[config.mk]
export PLATFORM = sky130hd
export DESIGN_NAME = vp_palette
export DESIGN_NICKNAME = d
export VERILOG_FILES = /design/src/vp_pkg.sv /design/src/vp_palette.sv
export SDC_FILE = /design/constraint.sdc
export NUM_CORES = 1
export LEC_CHECK = 0
export ABC_AREA = 1
export ABC_CLOCK_PERIOD_IN_PS = 800
export BUFFER_PORTS_ARGS = -buffer_cell sky130_fd_sc_hd__buf_2
export CAP_MARGIN = 20
export CORE_UTILIZATION = 51
export CTS_CLUSTER_SIZE = 12
export DETAILED_ROUTE_END_ITERATION = 8
export GPL_ROUTABILITY_DRIVEN = 0
export PLACE_DENSITY = 0.85
export SYNTH_ARGS = -nofsm -noshare
export SYNTH_HDL_FRONTEND = slang
export SYNTH_SLANG_ARGS = --single-unit
[constraint.sdc]
create_clock -name clk_sys -period 0.8 [get_ports clk_sys]
set_clock_uncertainty 0.05 [all_clocks]
set_input_delay 0.12 -clock clk_sys [delete_from_list [all_inputs] [get_ports clk_sys]]
set_output_delay 0.12 -clock clk_sys [all_outputs]
set_load 0.02 [all_outputs]
[src/vp_pkg.sv]
/*
 * Shared types and constants for the console glue logic
 * Video standard, pixel code, colour channel and key types
 * Clock enable periods and cartridge size thresholds
 */
`default_nettype none

package vp_pkg;

	////////////////////////////////////////////////////////////////////////
	// Types

	typedef logic video_std_t;        // 0 NTSC, 1 PAL

	localparam video_std_t STD_NTSC = 1'b0;
	localparam video_std_t STD_PAL  = 1'b1;

	typedef logic [3:0] pixel_code_t; // R, G, B, luma from MSB down
	typedef logic [5:0] chan_t;
	typedef logic [7:0] ascii_t;

	// Toggle, pressed, extended, scan code
	typedef logic [10:0] ps2_key_t;

	// Bit 0 is "1" ... bit 8 is "9", bit 9 is "0"
	typedef logic [9:0] numpad_t;

	typedef logic [11:0] cart_addr_t;

	////////////////////////////////////////////////////////////////////////
	// Constants

	// Enable periods in clk_sys cycles
	localparam int CPU_DIV_NTSC = 8;
	localparam int CPU_DIV_PAL  = 12;
	localparam int VDC_DIV_NTSC = 6;
	localparam int VDC_DIV_PAL  = 10;

	localparam int CART_ROM_AW = 13;  // 8 KB cartridge store

	// Image sizes that unlock the bank select bits
	localparam int BANK0_SIZE = 4096;
	localparam int BANK1_SIZE = 8192;

endpackage

`default_nettype wire

[src/vp_palette.sv]
/*
 * Pixel code to RGB colour lookup
 * Calibrated NTSC table and PAL table, 6 bits per channel, registered
 */
`timescale 1ns/1ps
`default_nettype none

module vp_palette import vp_pkg::*; (
	input  wire         clk_sys,
	input  wire         reset,
	input  video_std_t  pal_i,
	input  pixel_code_t pixel_i,
	output chan_t       r_o,
	output chan_t       g_o,
	output chan_t       b_o
);

	// Calibrated NTSC colours at 8 bits per channel
	localparam logic [23:0] LUT_NTSC [16] = '{
		24'h000000, 24'h676767,  // Black
		24'h1a37be, 24'h5c80f6,
		24'h006d07, 24'h56c469,
		24'h2aaabe, 24'h77e6eb,
		24'h790000, 24'hc75151,  // Red
		24'h94309f, 24'hdc84e8,
		24'h77670b, 24'hc6b86a,
		24'hcecece, 24'hffffff   // White
	};

	localparam logic [23:0] LUT_PAL [16] = '{
		24'h000000, 24'h494949,  // Black
		24'h0000b6, 24'h4949ff,  // Blue
		24'h00b601, 24'h49ff49,  // Green
		24'h00b6c9, 24'h49ffff,  // Cyan
		24'hb60000, 24'hff4949,  // Red
		24'hb600b6, 24'hff49ff,  // Magenta
		24'hb6b600, 24'hffff49,  // Yellow
		24'hb6b6b6, 24'hffffff   // White
	};

	logic [23:0] rgb;

	assign rgb = (pal_i == STD_PAL) ? LUT_PAL[pixel_i] : LUT_NTSC[pixel_i];

	// Keep the upper six bits of each byte
	always_ff @(posedge clk_sys or posedge reset) begin
		if (reset) begin
			r_o <= '0;
			g_o <= '0;
			b_o <= '0;
		end else begin
			r_o <= rgb[23:18];
			g_o <= rgb[15:10];
			b_o <= rgb[7:2];
		end
	end

endmodule

`default_nettype wire

### Word level (Yosys, flattened, before mapping)

Memory sizes are Yosys's and may differ from the RTL's.
Index checks and enable logic that the tools add are counted.

| storage, ports and cells | value |
|---|---|
| flip-flop bits (word level) | 18 |
| ROM bits | 768 |
| input bits | 7 |
| output and inout bits | 18 |
| logic and storage cells | 12 |
| memories | 2 |

Memory list:

| memory | depth | width | read ports | clocked after memory_dff | write ports | line | text |
|---|---|---|---|---|---|---|---|
| (no name shown) | 16 | 24 | 1 | 0 | 0 | vp_palette.sv:43 | `assign rgb = (pal_i == STD_PAL) ? LUT_PAL[pixel_i] : LUT_NTSC[pixel_i];` |
| (no name shown) | 16 | 24 | 1 | 0 | 0 | vp_palette.sv:43 |  |

| operators by class | value |
|---|---|
| magnitude comparators | 1 |
| mux-type cells | 5 |
| bitwise logic cells | 1 |

Operators by type and width:

| cell | count |
|---|---|
| $mux W24 | 5 |
| $ge A5 B5 Y1 const B | 1 |
| $not A4 Y5 | 1 |

### Depth between registers and ports, before layout

| logic depth | value |
|---|---|
| word-level depth | 5 |
| mapped depth | 8 |

### Worst setup path after synthesis

No wires, ideal clock.

| path | value |
|---|---|
| path kind | input to register |
| from | in pixel_i[0] |
| to | reg b_o[2] |
| library setup time | 0.122 ns |
| data arrival time | 0.967 ns |
| required time | 0.628 ns |
| path slack | -0.339 ns |
| cell stages on the path | 7 |
| buffers on the path | 1 |
| cell sequence | buf_4 -> inv_1 -> ha_1 -> nand2_1 -> nand2_1 -> nor2_1 -> o21ai_1 |

| between the ends | value |
|---|---|
| longest elaborated chain between the ends | 5 |
| elaborated cells between the ends (all ways) | 8 |
| classes of those cells | mux (5); bitwise (1); memory (2) |

Ends and longest elaborated chain:

| element | line | text |
|---|---|---|
| start, declared | vp_palette.sv:12 | `input pixel_code_t pixel_i,` |
| $not A4 Y5 (not written as such) (*) | vp_palette.sv:43 |  |
| $mem_v2 Z16 W24 | -- |  |
| $mux W24 (not written as such) (2 in a row) | vp_palette.sv:43 |  |
| $mux W24 (*) | vp_palette.sv:43 |  |
| net rgb[4] | vp_palette.sv:41 | `logic [23:0] rgb;` |
| end signal, assigned | vp_palette.sv:54 | `b_o <= rgb[7:2];` |
| end, declared | vp_palette.sv:15 | `output chan_t b_o` |

Mark *: on every way through the listed nets, which the timed path passes. The rest lies on a longest branch. The select of a mux whose other input is x is not followed.

### Final worst setup path

| path | value |
|---|---|
| from | reg b_o[2] |
| to | out b_o[2] |

No word-level cell between the ends.

==> impl_metrics.env <==
export IMPL_setup_viol=19
export IMPL_final_nets=187
export IMPL_fin_tns_setup_ns=-3.32
export IMPL_synth_area_leader_cell="dfrtp_1"
export IMPL_synth_top_area_share_pct=40.2
export IMPL_power_density_mw_per_mm2=1540
export IMPL_drv_cap=0
export IMPL_antenna_found_initial=0
export IMPL_clk_path_buf_depth=2
export IMPL_relSlewSlack_pct=76.4
export IMPL_fin_crit_sh_pct=125
export IMPL_dieHeight_um=48.9
export IMPL_yosys_warnings=0
export IMPL_syn_instance_count=132
export IMPL_peakVddDrop_uv=876
export IMPL_cp_required_ns=0.63
export IMPL_setup_ws_ns=-0.204
export IMPL_hp_class="in2reg"
export IMPL_holdWs_ns=0.163
export IMPL_place_hpwl_um=2030
export IMPL_synth_compound_area_share_pct=10.4
export IMPL_grt_max_degree=19
export IMPL_synth_simple_area_share_pct=28.3
export IMPL_synthMuxAreaShare_pct=0
export IMPL_die_x_um=48.9
export IMPL_core_area_mm2=0.00202
export IMPL_clk_pin_slew_ns=0.11
export IMPL_grt_pass1_wl_um=4980
export IMPL_synth_cell_type_count=24
export IMPL_drt_iter0_drc=54
export IMPL_syn_area_mm2=0.00112
export IMPL_worst_pin_slew_ns=0.353
export IMPL_globalRouteTotalUtil_pct=27.5
export IMPL_synth_area_leaders="dfrtp_1, nand2_1, ha_1"
export IMPL_critPathMaxStageDelay_ns=0.40
export IMPL_final_cell_count_no_fill=198
export IMPL_clkSinkCount=18
export IMPL_worst_setup_path_type="reg2out"
export IMPL_worst_ep_arrival_time_ns=0.83
export IMPL_num_rows=16
export IMPL_crit_path_end_kind="output pin"
export IMPL_violations="setup timing"
export IMPL_hold_violations=0
export IMPL_drcViolationCount=0
export IMPL_rsz0062_at_grt="yes"
export IMPL_critPathBufInv=1
export IMPL_postCtsSetupBuffers=0
export IMPL_max_clock_freq_mhz=996
export IMPL_nFillCells=128
export IMPL_finalCriticalPeriod_ns=1.00
export IMPL_dpl_cell_count=193
export IMPL_wl_per_cell_um=15.3
export IMPL_viasPerCell=5.75
export IMPL_path_cells="buf_6"
export IMPL_numCtsBuffers=3
export IMPL_io_buffers=24
export IMPL_io_pins=25
export IMPL_critPathMaxFanout=1
export IMPL_grt_pass1_vias=1082
export IMPL_die_area_mm2=0.00239
export IMPL_hold_depth=3
export IMPL_synthAdderAreaFrac_pct=8.93
export IMPL_grt_ovfl_total=0
export IMPL_finalMaxSlewViolations=0
export IMPL_syn_to_final_growth_pct=39.8
export IMPL_first_pass_iters=4
export IMPL_ys_seq_area_share_pct=40.2
export IMPL_cts_root_buffer="clkbuf_4"
export IMPL_synth_net_count=147
export IMPL_synth_top_family_by_area="simple AND/OR/NAND/NOR gates"
export IMPL_place_ws_ns=-0.364
export IMPL_floorplan_initialDensity_pct=55.4
export IMPL_leakagePower_uw=0.000776
export IMPL_cts_tree="yes"
export IMPL_crit_slowest_cell="dfrtp_1"
export IMPL_synthXorXnorAreaFrac_pct=0
export IMPL_min_to="b_o[2]"
export IMPL_n_antenna_cell=0
export IMPL_min_from="pal_i"
export IMPL_ys_ff_latch=18
export IMPL_cts_htree_levels=1
export IMPL_status="finished, violations left"
export IMPL_start_kind="register"
export IMPL_syn_avg_cell_area_um2=8.49
export IMPL_vias=1139
export IMPL_drtAntennaViolNets=0
export IMPL_totalWireLength_um=3020
export IMPL_cpLargestDelayFamily="flip-flops"
export IMPL_drive_gt1_share_pct=41.5
[cell usage in the layout, fill, tap and decap left out, types with 3 or more instances in the layout]
| cell | n |
|---|---|
| dfrtp_1 | 18 |
| inv_1 | 5 |
| buf_4 | 14 |
| ha_1 | 4 |
| a31oi_1 | 3 |
| o21ai_2 | 3 |
| nor2_4 | 3 |
| nand2_2 | 4 |
| nand2_1 | 30 |
| o21ai_1 | 5 |
| buf_2 | 5 |
| nor2_1 | 8 |
| nand3_2 | 3 |
| a21oi_1 | 5 |
| nand3_1 | 14 |
| buf_6 | 21 |
| inv_2 | 3 |
| clkbuf_4 | 3 |
[repair_timing]
item                                    in CTS  in global routing
hold buffers                                 1                  0
endpoints found under the hold margin       18                  0
pin swaps                                    0                  2
resized for setup                           39                 14
endpoints found under the setup margin      22                 26
[cells in the mapped netlist]
library cell and number:
a21oi_1 5, a31oi_1 3, and2_1 1, buf_12 1, buf_4 1, buf_6 5
dfrtp_1 18, ha_1 8, inv_1 9, inv_2 1, inv_4 1, inv_6 1
nand2_1 34, nand2_4 1, nand3_1 16, nand3_2 1, nand4_1 2, nor2_1 8
nor2_2 1, nor2_4 3, o211ai_1 2, o21ai_0 3, o21ai_1 5, o21ai_2 2
[report_power, final]
| part | internal (uW) | total, uW | switching, uW |
|---|---|---|---|
| clock network | 278 | 573 | 295 |
| logic | 357 | 806 | 448 |
| registers | 992 | 1030 | 36.3 |
[per-stage QoR]
stage	instance area [um2]	utilization, %	power [uW]
after floorplan	1160	-	1480
after global placement	1360	67.1	1650
after detailed placement	1360	67.1	1680
after CTS	1520	75.2	2350
after global routing	1570	77.5	2510
final	1570	77.5	2410
[routing by layer]
layer  vias up  GRT usage (%)  share of wire [%]
met5         -              0                  0
met1       521           34.4                 36
met2        89           46.8                 52
li1        514              -                  -
met4         0           12.3                3.6
met3        15           4.05                8.4
[how the worst max path moves through the flow]
stage	from	end	slack [ns]	cells after the start
2_1_floorplan	pixel_i[0]	r_o[2]	-0.16	8
3_3_place_gp	pixel_i[0]	g_o[4]	-0.32	6
3_5_place_dp	pixel_i[1]	b_o[2]	-0.36	7
4_1_cts	b_o[2]	b_o[2]	-0.19	1
5_1_grt	b_o[2]	b_o[2]	-0.22	1
6_report	b_o[2]	b_o[2]	-0.20	1
[state kept, by name, indices dropped and copies added (netlist names)]
| signal | count |
|---|---|
| r_o | 6 |
| b_o | 6 |
| g_o | 6 |
[logic make-up (layout without fill, tap and decap cells)]
family,Yosys count,after routing
AOI/OAI and AO/OA,20,20
adders and majority gates,8,8
buffers and inverters,19,58
DFF,18,18
and+or+nand+nor,67,67
[layout make-up]
class | instances | area, um2 | area share (%)
multi-input combinational | 95 | 588 | 37.5
sequential | 18 | 450 | 28.7
timing repair buffer | 42 | 397 | 25.3
inverter | 12 | 62.6 | 3.99
clock buffer | 4 | 36.3 | 2.31
tap | 27 | 33.8 | 2.15
(Power assumes the default switching activity.)
