## src/vp_pkg.sv

```systemverilog
/*
 * Shared types and constants for the console glue logic
 * Video standard, pixel code, colour channel and key types
 * Clock enable periods and cartridge size thresholds
 */
`default_nettype none

package vp_pkg;

	////////////////////////////////////////////////////////////////////////
	// Types

	typedef logic video_std_t;        // 0 NTSC, 1 PAL

	localparam video_std_t STD_NTSC = 1'b0;
	localparam video_std_t STD_PAL  = 1'b1;

	typedef logic [3:0] pixel_code_t; // R, G, B, luma from MSB down
	typedef logic [5:0] chan_t;
	typedef logic [7:0] ascii_t;

	// Toggle, pressed, extended, scan code
	typedef logic [10:0] ps2_key_t;

	// Bit 0 is "1" ... bit 8 is "9", bit 9 is "0"
	typedef logic [9:0] numpad_t;

	typedef logic [11:0] cart_addr_t;

	////////////////////////////////////////////////////////////////////////
	// Constants

	// Enable periods in clk_sys cycles
	localparam int CPU_DIV_NTSC = 8;
	localparam int CPU_DIV_PAL  = 12;
	localparam int VDC_DIV_NTSC = 6;
	localparam int VDC_DIV_PAL  = 10;

	localparam int CART_ROM_AW = 13;  // 8 KB cartridge store

	// Image sizes that unlock the bank select bits
	localparam int BANK0_SIZE = 4096;
	localparam int BANK1_SIZE = 8192;

endpackage

`default_nettype wire

```

## src/vp_key_translate.sv

```systemverilog
/*
 * Second key stage
 * PS/2 scan codes and joystick numpad to ASCII key events
 */
`timescale 1ns/1ps
`default_nettype none

module vp_key_translate import vp_pkg::*; (
	input  wire      clk_sys,
	input  wire      reset,
	input  wire      ev_valid_i,
	input  wire      ev_is_ps2_i,
	input  ps2_key_t ev_code_i,
	input  numpad_t  ev_numpad_i,
	output logic     key_valid_o,
	output ascii_t   key_ascii_o,
	output logic     key_released_o
);

	//////////////////////////////////////////////////////////////////////
	// Scan code table ignoring the extended bit

	function automatic ascii_t scan_to_ascii(input logic [7:0] sc);
		ascii_t c;
		case (sc)
			8'h16: c = "1";
			8'h1e: c = "2";
			8'h26: c = "3";
			8'h25: c = "4";
			8'h2e: c = "5";
			8'h36: c = "6";
			8'h3d: c = "7";
			8'h3e: c = "8";
			8'h46: c = "9";
			8'h45: c = "0";
			8'h1c: c = "a";
			8'h32: c = "b";
			8'h21: c = "c";
			8'h23: c = "d";
			8'h24: c = "e";
			8'h2b: c = "f";
			8'h34: c = "g";
			8'h33: c = "h";
			8'h43: c = "i";
			8'h3b: c = "j";
			8'h42: c = "k";
			8'h4b: c = "l";
			8'h3a: c = "m";
			8'h31: c = "n";
			8'h44: c = "o";
			8'h4d: c = "p";
			8'h15: c = "q";
			8'h2d: c = "r";
			8'h1b: c = "s";
			8'h2c: c = "t";
			8'h3c: c = "u";
			8'h2a: c = "v";
			8'h1d: c = "w";
			8'h22: c = "x";
			8'h35: c = "y";
			8'h1a: c = "z";
			8'h29: c = " ";
			8'h79: c = "+";
			8'h7b: c = "-";
			8'h7c: c = "*";
			8'h4a: c = "/";
			8'h55: c = "=";
			8'h1f: c = 8'h11; // Left GUI as yes
			8'h27: c = 8'h12; // Right GUI as no
			8'h5a: c = 8'h0a; // Enter
			8'h66: c = 8'h08; // Backspace
			default: c = 8'h00;
		endcase
		return c;
	endfunction

	// Lowest pressed button gives the digit
	function automatic ascii_t numpad_digit(input numpad_t np);
		ascii_t d;
		d = 8'h00;
		for (int i = 9; i >= 0; i--) begin
			if (np[i])
				d = (i == 9) ? "0" : ascii_t'(8'h31 + i);
		end
		return d;
	endfunction

	//////////////////////////////////////////////////////////////////////
	// Output register

	ascii_t joy_last;   // Last joystick digit for the release event
	logic   np_pressed;

	assign np_pressed = (ev_numpad_i != '0);

	always_ff @(posedge clk_sys or posedge reset) begin
		if (reset) begin
			key_valid_o <= 1'b0;
			joy_last    <= 8'h00;
		end else begin
			key_valid_o <= ev_valid_i;
			if (ev_valid_i && !ev_is_ps2_i && np_pressed)
				joy_last <= numpad_digit(ev_numpad_i);
		end
	end

	always_ff @(posedge clk_sys) begin
		if (ev_valid_i) begin
			if (ev_is_ps2_i) begin
				key_ascii_o    <= scan_to_ascii(ev_code_i[7:0]);
				key_released_o <= ~ev_code_i[9];
			end else if (np_pressed) begin
				key_ascii_o    <= numpad_digit(ev_numpad_i);
				key_released_o <= 1'b0;
			end else begin
				key_ascii_o    <= joy_last; // All buttons up
				key_released_o <= 1'b1;
			end
		end
	end

endmodule

`default_nettype wire

```

## config.mk

```make
export PLATFORM = sky130hd
export DESIGN_NAME = vp_key_translate
export DESIGN_NICKNAME = d
export VERILOG_FILES = /design/src/vp_pkg.sv /design/src/vp_key_translate.sv
export SDC_FILE = /design/constraint.sdc
export NUM_CORES = 1
export LEC_CHECK = 0
export ABC_CLOCK_PERIOD_IN_PS = 1000
export BUFFER_PORTS_ARGS = -buffer_cell sky130_fd_sc_hd__buf_2
export CAP_MARGIN = 10
export CORE_MARGIN = 3
export CORE_UTILIZATION = 50
export CTS_CLUSTER_DIAMETER = 40
export DETAILED_ROUTE_END_ITERATION = 12
export PLACE_DENSITY_LB_ADDON = 0.2
export SLEW_MARGIN = 20
export SYNTH_ARGS = -nofsm -noshare
export SYNTH_HDL_FRONTEND = slang
export SYNTH_SLANG_ARGS = --single-unit
```

## constraint.sdc

```tcl
create_clock -name clk_sys -period 1 [get_ports clk_sys]
set_input_delay 0.05 -clock clk_sys [delete_from_list [all_inputs] [get_ports clk_sys]]
set_output_delay 0.05 -clock clk_sys [all_outputs]
set_load 0.05 [all_outputs]
```

=== Yosys cells after proc, flatten, opt, wreduce, memory -nomap -nowiden ===
Memories as Yosys holds them, arrays and structs flattened.
Index checks and enable logic that the tools add are counted.

* Memories kept: 1
* Logic and storage cells: 25
* Bits in registers: 18
* Bits in read-only memories: 896
* Bits of input ports: 25
* Output and inout port bits: 10

* Multiplexer cells: 15
* Bitwise operators: 1
* Reductions and logical operators: 4

{| class="wikitable"
|+ Memory list
! memory !! words !! bits a word !! read ports !! clocked after memory_dff !! wr ports !! RTL line !! text
|-
| (no name shown) || 128 || 7 || 1 || 0 || 0 || vp_key_translate.sv:25 || <nowiki>case (sc)</nowiki>
|}

{| class="wikitable"
|+ Operators by type and width
! cell !! count
|-
| two-way mux 8 bit || 11
|-
| two-way mux 6 bit || 2
|-
| nonzero test 10 bit || 1
|-
| logical AND 1 bit || 2
|-
| two-way mux 1 bit || 2
|-
| logical NOT 1 bit || 1
|-
| inverter 1 bit || 1
|}

=== Depth between registers and ports, before layout ===
* Depth in word-level cells: 12
* Depth in mapped cells: 9
* Gate-level depth less buffers: 7

=== Least setup slack after synthesis ===
Ideal clock, no wire load.

* Path kind: input port to flip-flop
* Start point: input ev_code_i[1]
* End point: register key_ascii_o[3] (data pin)
* Setup slack: -647 ps
* Arrival: 1384 ps
* Required time: 737 ps
* Stages: 7
* Path buffers: 1
* Setup time: 263 ps
* Cell sequence: buf_2 -> inv_1 -> ha_1 -> mux4_2 -> a22o_1 -> nand3_1 -> nand3_1

* Longest elaborated chain between the ends: 3

{| class="wikitable"
|+ Ends and longest elaborated chain
! what !! RTL line !! text
|-
| start: declaration || vp_key_translate.sv:13 || <nowiki>input ps2_key_t ev_code_i,</nowiki>
|-
| memory (128 x 7 bit) || - ||
|-
| two-way mux 8 bit || vp_key_translate.sv:25 ||
|-
| two-way mux 8 bit || vp_key_translate.sv:109 || <nowiki>if (ev_is_ps2_i) begin</nowiki>
|-
| end signal: assignment || vp_key_translate.sv:110 || <nowiki>key_ascii_o <= scan_to_ascii(ev_code_i[7:0]);</nowiki>
|-
| end signal: assignment || vp_key_translate.sv:113 || <nowiki>key_ascii_o <= numpad_digit(ev_numpad_i);</nowiki>
|-
| end signal: assignment || vp_key_translate.sv:116 || <nowiki>key_ascii_o <= joy_last;</nowiki>
|-
| end: declaration || vp_key_translate.sv:16 || <nowiki>output ascii_t key_ascii_o,</nowiki>
|}

Every way passes these cells.
A chain may end at the register's enable or synchronous reset.

=== Worst setup path in the final report ===
* Start point: input ev_code_i[1]
* End point: register key_ascii_o[6] (data pin)

The elaborated chain is that of the path after synthesis.

==> reports/metrics.csv <==
stage,metric,value,unit
setup_path,Crit. path cell count,9,
timing,min Tclk post-route,1300,ps
synth,leading area contributor after synthesis,edfxtp_1,
synth,Main synth FF type,edfxtp_1,
routing,DR DRC count,0,
global_route,initial antenna violation count,0,
setup_path,R2R depth,2,
timing,fmax,771,MHz
clock_network,clk_lat worst skew,290,ps
synth,Synth Area in Compound Gates,0.292,
setup_path,CP max stage delay,280,ps
floorplan,width of the die,63.9,um
layout,area growth from synthesis to layout,60.1,%
place,hpwl dp,4.69,mm
routing,WL/cell,18.2,um
floorplan,DIE AREA,0.00408,mm^2
timing,Clock Skew,13.5,ps
layout,layout cell share with drive strength beyond 1,0.526,
setup_path,FF-to-FF setup slack,-110,ps
timing,setup violators final,7,
layout,Finished Layout Cells,337,
place,GPL Wtd Cong,1.01,
global_route,first-pass GRT wire length,9.67,mm
pwr,leakage,1.15,nW
timing,RSZ-0062 raised after global routing,yes,
floorplan,Starting Density,0.536,
clock_network,CTS Sinks,14,
setup_path,worst flop-to-flop path startpoint,joy_last[4],
pwr,worst vdd ir,420,uV
floorplan,# IOs,35,
synth,syn_nets,235,
synth,share of the synthesized area in the top cell type,0.143,
setup_path,Crit path top cell by count,buf_4,
place,Setup WS pre-CTS,-686,ps
setup_path,worst path bufs/invs,4,
run,maxcap violations,0,
clock_network,clock slew at reported path FFs,90,ps
routing,overall routed net length,6.14,mm
routing,DR vias/cell,6.13,
synth,synthesized cell area,0.00168,mm^2
floorplan,core area,0.00313,mm^2
setup_path,largest delay contributor family on the critical path,buffers and inverters,
synth,synth unique cells,57,
min_path,Worst Hold Depth,2,
floorplan,Die Y,63.9,um
timing,crit share post-route,1.30,
setup_path,kind of end point of the critical path,flip-flop,
routing,Detail Route Antenna Nets,0,
clock_network,H-tree level count,1,
synth,"EDFF count, synth",8,
clock_network,Clock Path Buffers,2,
global_route,Total GRT Usage,0.300,
synth,Syn. warnings,0,
setup_path,"Arr. time, crit path",1340,ps
layout,Fill cells,161,
synth,post-synthesis sequential area ratio,0.233,
synth,xor-xnor portion of the synthesized cell area,0.00522,
timing,min setup slack post-route,-297,ps
layout,number of nets in the layout,327,
setup_path,critical path required time,1050,ps
synth,Post-Synth Adder-Cell Area,0.0597,
synth,most frequent cell after synthesis,nor2_1,
timing,Hold WS,68.5,ps
layout,design area,0.00268,mm^2
synth,largest family of logic cells by synthesized area,compound AO/OA/AOI/OAI gates,
global_route,largest net degree at the start of global routing,15,
global_route,aggregate global routing overflow,0,
synth,Post-synth top cells,"16 x nor2_1, 15 x a21oi_1, 15 x nand2_1",
synth,Area contributors post-synth,"edfxtp_1 14%, dfrtp_1 9.0%, ha_1 6.0%",
pwr,PD cells,794,mW/mm^2
layout,Final Core Density,0.858,
clock_network,TritonCTS clock tree,yes,
setup_path,CP max stage cell,ha_1,
setup_path,CP Cell Sequence,buf_6 > inv_8 > buf_4 > buf_4 > ha_1 > nand2b_1 > a21oi_1 > o21ai_0 > o21ai_1,
synth,post-synthesis mux area share,0.0791,
timing,final setup TNS,-1680,ps
min_path,HP Class,in2reg,
min_path,Hold EP,key_released_o,
synth,asr flop ratio synth,0.429,
floorplan,standard-cell rows,20,
global_route,vias in the first global route,2025,
setup_path,CP max FO,6,
synth,Synth Area in Simple Gates,0.237,
clock_network,CTS Root Cell,clkbuf_4,
timing,Slew Limit Fails,0,
place,dpl cells,326,
min_path,HP Start,ev_code_i[9],
run_status,failing checks,negative setup slack,
setup_path,crit path kind,in2reg,
run_status,status,"complete, but fails checks",
synth,Synth Instances,202,
place,count of input and output buffers,31,
routing,Iteration-0 DRC Markers,196,
layout,antenna cells,0,
setup_path,worst r2r dst,key_ascii_o[5],
routing,via count,2066,
pwr,total power draw,2.13,mW
routing,TritonRoute pass-1 iters,5,
synth,synthesized flop and latch total,14,
setup_path,Setup crit start kind,primary input,
place,Placed Area,0.00239,mm^2
clock_network,Num CTS Buffers,3,
synth,syn_area_per_cell,8.30,um^2
timing,final hold violation count,0,
-- kinds of logic (layout without fill, tap and decap cells) --
logic type,Yosys count,after routing
xor+xnor,1,1
other cells,1,1
buf+inv,25,116
compound gates,70,70
simple gates,73,73
mux,10,10
fa+ha+maj,8,8
flops,14,14
-- registers in the layout, summed over array words and instances, names as in the netlist --
| name | cells |
|---|---|
| joy_last | 5 |
| key_released_o | 1 |
| key_valid_o | 1 |
| key_ascii_o | 7 |
-- worst register-to-register path, cell delays in order (launching register included) --
cell and delay (ps):
dfrtp_1 390, o21ai_1 310, o311ai_2 170
-- final cells by class --
type	instances	area, um^2	share of cell area
multi-input combinational	163	1370	0.509
sequential	14	390	0.145
inverter	10	51.3	0.0191
tap	44	55.1	0.0205
timing repair buffer	102	795	0.296
clock buffer	4	26.3	0.00979
-- how the worst max path moves through the flow --
stage	to	start	slack, ps
after global placement	key_ascii_o[2]	ev_code_i[0]	-670
after CTS	key_ascii_o[2]	ev_code_i[0]	-260
after floorplan	key_ascii_o[3]	ev_code_i[0]	-380
final	key_ascii_o[6]	ev_code_i[1]	-300
after detailed placement	key_ascii_o[2]	ev_code_i[0]	-690
after global routing	key_ascii_o[6]	ev_code_i[1]	-370
-- power by group --
group | total (mW) | leakage [nW] | internal (mW) | switching, mW
clock | 0.346 | 0.0150 | 0.155 | 0.191
sequential | 0.679 | 0.148 | 0.662 | 0.0176
combinational | 1.11 | 0.992 | 0.503 | 0.603
total | 2.13 | 1.15 | 1.32 | 0.811
-- cell usage in the layout (no fill, tap or decap), types with 6 or more instances in the layout --
cell and count:
a21oi_1 9, a21oi_2 6, a31oi_1 6, buf_2 26, buf_4 62, buf_6 7, dfrtp_1 6, edfxtp_1 8
ha_4 7, inv_1 7, nand2_1 13, nor2_1 15, nor2b_1 6, nor3_2 6, o21ai_1 12
-- layer usage --
metal | vias to the layer above | part of all wire | global-route usage
met3 | 31 | 0.091 | 0.0299
met5 | - | 0 | 0
met2 | 148 | 0.48 | 0.530
met4 | 0 | 0.033 | 0.108
met1 | 951 | 0.39 | 0.375
li1 | 936 | - | -
-- what timing repair did --
| item | CTS | global route |
|---|---|---|
| cloned | 0 | 0 |
| hold buffers | 1 | 0 |
| gates resized for setup | 24 | 26 |
| endpoints found under the setup margin | 7 | 10 |
| buffers inserted | 4 | 2 |
| endpoints found under the hold margin | 6 | 0 |
| pin swaps | 15 | 19 |
(Power assumes the default switching activity.)
