**config.mk**
```make
export PLATFORM = sky130hd
export DESIGN_NAME = vp_timing_ctrl
export DESIGN_NICKNAME = d
export VERILOG_FILES = /design/src/vp_pkg.sv /design/src/vp_timing_ctrl.sv
export SDC_FILE = /design/constraint.sdc
export NUM_CORES = 1
export LEC_CHECK = 0
export ABC_AREA = 1
export BUFFER_PORTS_ARGS = -buffer_cell sky130_fd_sc_hd__buf_2
export CORE_MARGIN = 2
export CORE_UTILIZATION = 30
export CTS_BUF_LIST = sky130_fd_sc_hd__clkbuf_8
export DETAILED_ROUTE_END_ITERATION = 8
export GPL_TIMING_DRIVEN = 1
export MAX_ROUTING_LAYER = met4
export SYNTH_ARGS = -nofsm -noshare
export SYNTH_HDL_FRONTEND = slang
export SYNTH_SLANG_ARGS = --single-unit
export TNS_END_PERCENT = 30
```
**constraint.sdc**
```tcl
create_clock -name clk_sys -period 1.1 [get_ports clk_sys]
set_clock_uncertainty 0.05 [all_clocks]
set_input_delay 0 -clock clk_sys [delete_from_list [all_inputs] [get_ports clk_sys]]
set_output_delay 0 -clock clk_sys [all_outputs]
set_load 0.02 [all_outputs]
```
**src/vp_pkg.sv**
```systemverilog
/*
 * Shared types and constants for the console glue logic
 * Video standard, pixel code, colour channel and key types
 * Clock enable periods and cartridge size thresholds
 */
`default_nettype none

package vp_pkg;

	////////////////////////////////////////////////////////////////////////
	// Types

	typedef logic video_std_t;        // 0 NTSC, 1 PAL

	localparam video_std_t STD_NTSC = 1'b0;
	localparam video_std_t STD_PAL  = 1'b1;

	typedef logic [3:0] pixel_code_t; // R, G, B, luma from MSB down
	typedef logic [5:0] chan_t;
	typedef logic [7:0] ascii_t;

	// Toggle, pressed, extended, scan code
	typedef logic [10:0] ps2_key_t;

	// Bit 0 is "1" ... bit 8 is "9", bit 9 is "0"
	typedef logic [9:0] numpad_t;

	typedef logic [11:0] cart_addr_t;

	////////////////////////////////////////////////////////////////////////
	// Constants

	// Enable periods in clk_sys cycles
	localparam int CPU_DIV_NTSC = 8;
	localparam int CPU_DIV_PAL  = 12;
	localparam int VDC_DIV_NTSC = 6;
	localparam int VDC_DIV_PAL  = 10;

	localparam int CART_ROM_AW = 13;  // 8 KB cartridge store

	// Image sizes that unlock the bank select bits
	localparam int BANK0_SIZE = 4096;
	localparam int BANK1_SIZE = 8192;

endpackage

`default_nettype wire

```
**src/vp_timing_ctrl.sv**
```systemverilog
/*
 * CPU and VDC clock enable dividers
 * Core reset from system reset, download and standard change
 */
`timescale 1ns/1ps
`default_nettype none

module vp_timing_ctrl import vp_pkg::*; (
	input  wire        clk_sys,
	input  wire        reset,
	input  video_std_t pal_i,
	input  wire        download_i,
	output logic       cpu_en_o,
	output logic       vdc_en_o,
	output logic       core_reset_o
);

	// Terminal counts one below the period
	localparam logic [3:0] CPU_LAST_NTSC = 4'(CPU_DIV_NTSC - 1);
	localparam logic [3:0] CPU_LAST_PAL  = 4'(CPU_DIV_PAL - 1);
	localparam logic [3:0] VDC_LAST_NTSC = 4'(VDC_DIV_NTSC - 1);
	localparam logic [3:0] VDC_LAST_PAL  = 4'(VDC_DIV_PAL - 1);

	logic [3:0] cpu_cnt;
	logic [3:0] vdc_cnt;
	logic [3:0] cpu_last;
	logic [3:0] vdc_last;
	video_std_t pal_q;
	logic       pal_chg;

	assign cpu_last = (pal_i == STD_PAL) ? CPU_LAST_PAL : CPU_LAST_NTSC;
	assign vdc_last = (pal_i == STD_PAL) ? VDC_LAST_PAL : VDC_LAST_NTSC;

	// Registered copy of the standard
	always_ff @(posedge clk_sys) begin
		pal_q <= pal_i;
	end

	assign pal_chg = (pal_q != pal_i);
	assign core_reset_o = reset | download_i | pal_chg;

	always_ff @(posedge clk_sys or posedge reset) begin
		if (reset) begin
			cpu_cnt  <= 4'd0;
			vdc_cnt  <= 4'd0;
			cpu_en_o <= 1'b0;
			vdc_en_o <= 1'b0;
		end else if (pal_chg) begin // Restart both dividers
			cpu_cnt  <= 4'd0;
			vdc_cnt  <= 4'd0;
			cpu_en_o <= 1'b0;
			vdc_en_o <= 1'b0;
		end else begin
			cpu_en_o <= (cpu_cnt >= cpu_last);
			cpu_cnt  <= (cpu_cnt >= cpu_last) ? 4'd0 : cpu_cnt + 4'd1;
			vdc_en_o <= (vdc_cnt >= vdc_last);
			vdc_cnt  <= (vdc_cnt >= vdc_last) ? 4'd0 : vdc_cnt + 4'd1;
		end
	end

endmodule

`default_nettype wire

```
# Yosys cells after proc, flatten, opt, wreduce, memory -nomap -nowiden
# Cells that the tools add are included.
# totals
input_bits,4
rom_bits,0
reg_bits,11
mem_bits_rw,0
latch_bits,0
mem_count,0
out_inout_bits,3
# op_classes
shift,0
n_lt_le_gt_ge,2
n_bitwise,2
n_reduce_logical,0
div,0
addsub,2
eq_ne,1
mux,8
multipliers,0
# ops
operator,n
$mux 4,6
$add 4x1->4 const B,2
$ge 4x4->1,2
$mux 1,2
$or 1x1->1,2
$ne 1x1->1,1

# Depth between registers and ports, before layout
# Gate-level depths: netlist of run 1.
# logic_depth
word_depth,4
mapped_depth,7
depth_no_buf,7

# Worst setup path after synthesis of run 1
# No wires, ideal clock.
# synth_timing
path_type,register to register
start,register cpu_cnt[3]
end,register cpu_cnt[0]
setup_slack_ns,-0.054
stages_incl_launch_ff,5
t_required_ns,0.978
arrival_ns,1.032
period_less_slack_ns,1.154
path_cell_list,dfrtp_1 -> ha_1 -> a21oi_4 -> nand3_2 -> nor2_1
# synth_between
elab_chain_cells,3
# synth_rtl
item,line,source
"start, declared",vp_timing_ctrl.sv:24,logic [3:0] cpu_cnt;
"start signal, assigned",vp_timing_ctrl.sv:55,cpu_cnt <= (cpu_cnt >= cpu_last) ? 4'd0 : cpu_cnt + 4'd1;
$ge 4x4->1,vp_timing_ctrl.sv:55,
$mux 4,vp_timing_ctrl.sv:55,
$mux 4,vp_timing_ctrl.sv:48,end else if (pal_chg) begin
# No other way between the ends.

# Worst setup path after layout of run 1
# layout_timing
start,register vdc_cnt[3]
end,register vdc_en_o
# layout_between
elab_chain_cells,2
# layout_rtl
item,line,source
"start, declared",vp_timing_ctrl.sv:25,logic [3:0] vdc_cnt;
"start signal, assigned",vp_timing_ctrl.sv:57,vdc_cnt <= (vdc_cnt >= vdc_last) ? 4'd0 : vdc_cnt + 4'd1;
$ge 4x4->1,vp_timing_ctrl.sv:56,vdc_en_o <= (vdc_cnt >= vdc_last);
$mux 1,vp_timing_ctrl.sv:48,
"end signal, assigned",vp_timing_ctrl.sv:56,
"end, declared",vp_timing_ctrl.sv:14,"output logic vdc_en_o,"
# No other way between the ends.

==> reports/results.ini, run 1 <==
[run_status]
status = finished with violations
violations = negative setup slack

[sta]
slew_headroom_pct = 75.2
setup_viol = 9
worst_slack_ns = -0.0735
rsz0062_at_grt = yes
max_slew.worst_pin.slew_ns = 0.372
hold_viol_final = 0
period_needed_ns = 1.17
max_freq_ghz = 0.852
fin_crit_sh_pct = 107
slew_violations = 0

[final_layout]
fillers = 181
num_antenna_cells = 0
design_area_um2 = 895
layout-drive-gt1-share_pct = 48.3
fin_nets = 100
syn2layout_area_growth_pct = 50.2

[critical_path]
crit_fanout = 2
regToRegStartpoint = vdc_cnt[3]$_DFF_PP0_
cp.arrival_ns = 1.24
path_cells = ha_4 > a21oi_4 > buf_4 > a21oi_1
required_ns = 1.17
crit_start = vdc_cnt[3]$_DFF_PP0_
crit_path_end_kind = register
rr_worst_depth = 4
critPathLaunchType = register
path_class = reg2reg
cp_slowest_stage_delay_ns = 0.41
slowest_stage = dfrtp_1

[logic_synthesis]
syn_area_um2 = 596
ys_warn_count = 0
synth_area_leader_cell = dfrtp_1
synth_area_leaders = dfrtp_1 42%, ha_1 17%, inv_1 6.9%
yosys.area.top_type_share_pct = 42.0
synth_edf_count = 0
avgSynthCellArea_um2 = 9.31
synth_seq_cells = 11
synthCells = 64
ys_seq_area_share_pct = 45.4
ys_async_sr_fraction_pct = 90.9
synth_fp_nets = 76
yosysMostFrequentCell = inv_1
ys_types = 15
synth_ff_type = dfrtp_1
synth_common_cells = 11 x inv_1, 10 x dfrtp_1, 9 x nand2_1, 9 x nor2_1, 8 x ha_1

[cts]
htreeDepth = 1
cts_tree = done
cts_max_path_buffers = 2
clock_sinks = 11
numCtsBuffers = 3
path_clk_slew_ns = 0.05
cts_root_buffer = clkbuf_8
clock_latency_ns = 0.23

[routing]
ant_nets = 0
dr.pass1.iters = 2
via_count = 464
post-route-drc-count = 0
drt_iter0_drc = 4
drt-total-wl_um = 1070
wire_per_inst_um = 9.42
via_per_inst = 4.07

[floorplan]
die_x_um = 48.6
die_h_um = 48.6
fp-row-count = 16
dieArea_um2 = 2360
io-pin-count = 7
core_area_um2 = 1920
start_util_pct = 31.0

[power]
ir_drop_mv = 0.494
power.leakage_nw = 0.439
finalPower_mw = 1.07
power_density_nw_per_um2 = 1190

[placement]
gp_congestion = 0.755
post_dp_cell_area_um2 = 724
io_buffers = 6
place_hpwl_um = 774
pre_cts_slack_ns = -0.113

[grt]
grt_max_degree = 11
grt_pass1_vias = 503
antenna_found_initial = 0
grtUsageTotal_pct = 11.1
grt-ovfl-total = 0
grt_pass1_wl_um = 2010

[flow_run]
drv_cap = 0

[hold_path]
hold_start = pal_i
hp-class = in2reg
hold_depth = 5

==> cell type report <==
type / instances / area (um^2) / area share [%]
multi-input cells: 41 / 365 / 40.8
flip-flops and latches: 11 / 272 / 30.3
clock inverters: 1 / 5.00 / 0.559
inverters: 12 / 45.0 / 5.03
well taps: 27 / 33.8 / 3.78
clock buffers: 3 / 41.3 / 4.62
repair buffers: 19 / 133 / 14.8
==> logic make-up (layout without fill, tap and decap cells) <==
kind of cell	Yosys count	count (layout)	share of synthesized area [%]
xor+xnor	2	2	2.94
simple gates	27	27	21.4
flops	11	11	45.4
fa+ha+maj	8	8	16.8
compound gates	4	4	5.88
buf+inv	12	35	7.56
==> final timing paths <==
check / to / slack, ns
hold / removal: cpu_en_o$_DFF_PP0_ / 0.24
max in group asynchronous: vdc_cnt[0]$_DFF_PP0_ / 0.47
setup / recovery: vdc_en_o$_DFF_PP0_ / -0.07
hold reg to reg: cpu_cnt[0]$_DFF_PP0_ / 0.49
min in group asynchronous: vdc_cnt[2]$_DFF_PP0_ / 0.25
setup reg to reg: vdc_en_o$_DFF_PP0_ / -0.07
==> flip-flops by register name, indices dropped and copies added (netlist names) <==
register / flops
cpu_cnt: 4
vdc_cnt: 4
cpu_en_o: 1
pal_q: 1
vdc_en_o: 1
==> stage by stage <==
stage	util, %	instances	setup TNS, ns	hold WS [ns]
final	46.5	114	-0.451	0.236
after detailed placement	37.7	104	-0.618	-0.0431
after global routing	46.5	114	-0.931	0.276
after global placement	37.7	104	-0.368	-0.0458
after CTS	43.6	113	-0.510	0.188
after floorplan	-	64	-0.0805	-0.210
==> report_power, final <==
part / internal (mW) / total, mW / switching, mW
logic: 0.101 / 0.215 / 0.114
registers: 0.433 / 0.453 / 0.0198
clock network: 0.249 / 0.398 / 0.150
total: 0.783 / 1.07 / 0.284
==> per-layer routing <==
metal  wire length, um  GRT usage (%)
met1               479           13.0
met2               557           18.5
met3                28           2.78
met4                 8           4.29
met5                 0              -
==> cells in the final DEF (no fill, tap or decap), drive strengths merged <==
cell type,count
buf,17
inv,12
nand2,11
dfrtp,10
nor2,9
ha,8
nand3,5
a21oi,4
clkbuf,3
xnor2,2
nand4,2
dlygate4sd3,2
clkinv,1
dfxtp,1
==> timing repair <==
| item | in CTS | in global routing |
|---|---|---|
| gates cloned | 0 | 0 |
| resized for setup | 4 | 12 |
| buffers inserted | 3 | 1 |
| hold endpoints to repair | 11 | 0 |
| endpoints found under the setup margin | 9 | 10 |
| pin swaps | 4 | 5 |
| hold buffers | 2 | 0 |
==> worst max-delay path: cells and delay by family (launching register included) <==
| kind | cells | cell delay (ns) |
|---|---|---|
| fa+ha+maj | 1 | 0.27 |
| compound gates | 2 | 0.20 |
| flops | 1 | 0.41 |
| buf+inv | 1 | 0.12 |
Note: power is estimated with default switching activity, not from simulation.
==> run 2: changes to the inputs <==
SKIP_LAST_GASP = 1   (was default)
==> run 2 against run 1 <==
  * The run still ends with negative setup slack left
  * First-iteration DRC count did not move
  * Non-clock buffer count is the same
  * Utilization did not move
  * Setup slack unchanged
  * Sequential cell count is the same
  * Cell count did not move
  * Global-route usage unchanged
  * Via count unchanged
  * Critical path depth did not move
  * Total power did not move
==> reports/results.ini, run 2 (same netlist as run 1, synthesis figures left out) <==
[final_layout]
syn2layout_area_growth_pct = 50.2  ; unchanged
design_area_um2 = 895  ; unchanged
reg_top3 = cpu_cnt x4, vdc_cnt x4
regArea_um2 = 272  ; unchanged
fillers = 181  ; unchanged
layout-drive-gt1-share_pct = 48.3  ; unchanged
final_cell_mix = 11 x buf_4, 10 x inv_1, 9 x dfrtp_1
multiInputGateArea_um2 = 365  ; unchanged
final_common_cell = buf_4
num_antenna_cells = 0  ; unchanged
fin_nets = 100  ; unchanged

[sta]
slew_headroom_pct = 75.2  ; unchanged
fin_crit_sh_pct = 107  ; unchanged
rsz0062_at_grt = yes
max_freq_ghz = 0.852  ; unchanged
hold_viol_final = 0  ; unchanged
worst_slack_ns = -0.0735  ; unchanged
period_needed_ns = 1.17  ; unchanged
slew_violations = 0  ; unchanged
setup_viol = 9  ; unchanged
max_slew.worst_pin.slew_ns = 0.372  ; unchanged

[cts]
cts_tree = done
cts_max_path_buffers = 2  ; unchanged
cts_root_buffer = clkbuf_8
htreeDepth = 1  ; unchanged
clock_sinks = 11  ; unchanged
path_clk_slew_ns = 0.05  ; about the same
clock_latency_ns = 0.23  ; about the same
numCtsBuffers = 3  ; unchanged

[grt]
grt_pass1_wl_um = 2010  ; unchanged
grt_pass1_vias = 503  ; unchanged
antenna_found_initial = 0  ; unchanged
grtUsageTotal_pct = 11.1  ; unchanged
grt-ovfl-total = 0  ; unchanged
grt_max_degree = 11  ; unchanged

[critical_path]
crit_fanout = 2  ; unchanged
crit_family = flip-flops
path_buf_inv = 1  ; unchanged
required_ns = 1.17  ; about the same
path_cells = ha_4 > a21oi_4 > buf_4 > a21oi_1
rr_worst_depth = 4  ; unchanged
cp_slowest_stage_delay_ns = 0.41  ; about the same
cp.depth = 4  ; unchanged
cp.arrival_ns = 1.24  ; about the same
crit_path_end_kind = register
slowest_stage = dfrtp_1
critPathLaunchType = register
path_class = reg2reg

[hold_path]
hp-class = in2reg
hold_depth = 5  ; unchanged

[floorplan]
fp-row-count = 16  ; unchanged
core_area_um2 = 1920  ; unchanged
io-pin-count = 7  ; unchanged
start_util_pct = 31.0  ; unchanged
die_x_um = 48.6  ; unchanged
dieArea_um2 = 2360  ; unchanged
die_h_um = 48.6  ; unchanged

[routing]
drt-total-wl_um = 1070  ; unchanged
via_count = 464  ; unchanged
wire_per_inst_um = 9.42  ; unchanged
post-route-drc-count = 0  ; unchanged
ant_nets = 0  ; unchanged
dr.pass1.iters = 2  ; unchanged
via_per_inst = 4.07  ; unchanged
drt_iter0_drc = 4  ; unchanged

[power]
seq_power_share_pct = 42.5  ; about the same
ir_drop_mv = 0.494  ; unchanged
p_int_mw = 0.783  ; unchanged
clkPwrFrac_pct = 37.3  ; about the same
switching_share_pct = 26.6  ; unchanged
power_density_nw_per_um2 = 1190  ; unchanged
switchingPower_mw = 0.284  ; unchanged
power.leakage_nw = 0.439  ; unchanged
pwr-share-comb_pct = 20.2  ; about the same

[flow_run]
drv_cap = 0  ; unchanged

[placement]
gp_congestion = 0.755  ; unchanged
pre_cts_slack_ns = -0.113  ; unchanged
place_hpwl_um = 774  ; unchanged
io_buffers = 6  ; unchanged
post_dp_cell_area_um2 = 724  ; unchanged

[run_status]
status = finished with violations
violations = negative setup slack

-- run 2: cell counts in the layout (fill, tap and decap cells not counted) --
No cell type changed its count.
-- run 2: power by group through the flow --
stage               logic, mW  clock network, mW  registers, mW
floorplan               0.100                  0          0.465
global placement        0.164                  0          0.459
detailed placement      0.168                  0          0.460
CTS                     0.185              0.408          0.453
global route            0.250              0.426          0.459
finish                  0.215              0.398          0.453
-- run 2: layer usage --
layer / GRT usage, % / wire, um / vias to the layer above
li1: - / - / 245
met1: 13.0 / 479 / 209
met2: 18.5 / 557 / 8
met3: 2.78 / 28 / 2
met4: 4.29 / 8 / 0
met5: - / 0 / -
-- run 2: worst reg2reg max path, cell delays in order (launching register included) --
cell	delay, ns
dfrtp_1	0.41
ha_4	0.27
a21oi_4	0.15
buf_4	0.13
a21oi_1	0.05
-- run 2: area by class of cell --
class | instances | area share (%)
Sequential cell | 11 | 30.3
Timing Repair Buffer | 19 | 14.8
Inverter | 12 | 5.03
Tap cell | 27 | 3.78
Clock buffer | 3 | 4.62
Multi-Input combinational cell | 41 | 40.8
Clock inverter | 1 | 0.559
-- run 2: worst paths after layout --
| kind | startpoint | end | slack [ns] |
|---|---|---|---|
| setup / recovery | vdc_cnt[3]$_DFF_PP0_ | vdc_en_o$_DFF_PP0_ | -0.07 |
| hold / removal | pal_i | cpu_en_o$_DFF_PP0_ | 0.24 |
| setup reg to reg | vdc_cnt[3]$_DFF_PP0_ | vdc_en_o$_DFF_PP0_ | -0.07 |
| hold reg to reg | cpu_cnt[0]$_DFF_PP0_ | cpu_cnt[0]$_DFF_PP0_ | 0.49 |
| max in group asynchronous | reset | vdc_cnt[0]$_DFF_PP0_ | 0.47 |
| min in group asynchronous | reset | vdc_cnt[2]$_DFF_PP0_ | 0.25 |
-- run 2: repair_timing --
action / 4_1_cts / 5_1_grt
hold buffers: 2 / 0
resized for setup: 4 / 12
setup endpoints to repair: 9 / 10
setup buffers: 3 / 1
pin swaps: 4 / 5
endpoints found under the hold margin: 11 / 0
-- run 2: per-stage QoR --
step	util (%)	total power, mW	hold slack [ns]	cells	TNS (ns)
after floorplan	-	0.565	-0.210	64	-0.0805
after global placement	37.7	0.623	-0.0458	104	-0.368
after detailed placement	37.7	0.628	-0.0431	104	-0.618
after CTS	43.6	1.05	0.188	113	-0.510
after global routing	46.5	1.13	0.276	114	-0.931
final	46.5	1.07	0.236	114	-0.451
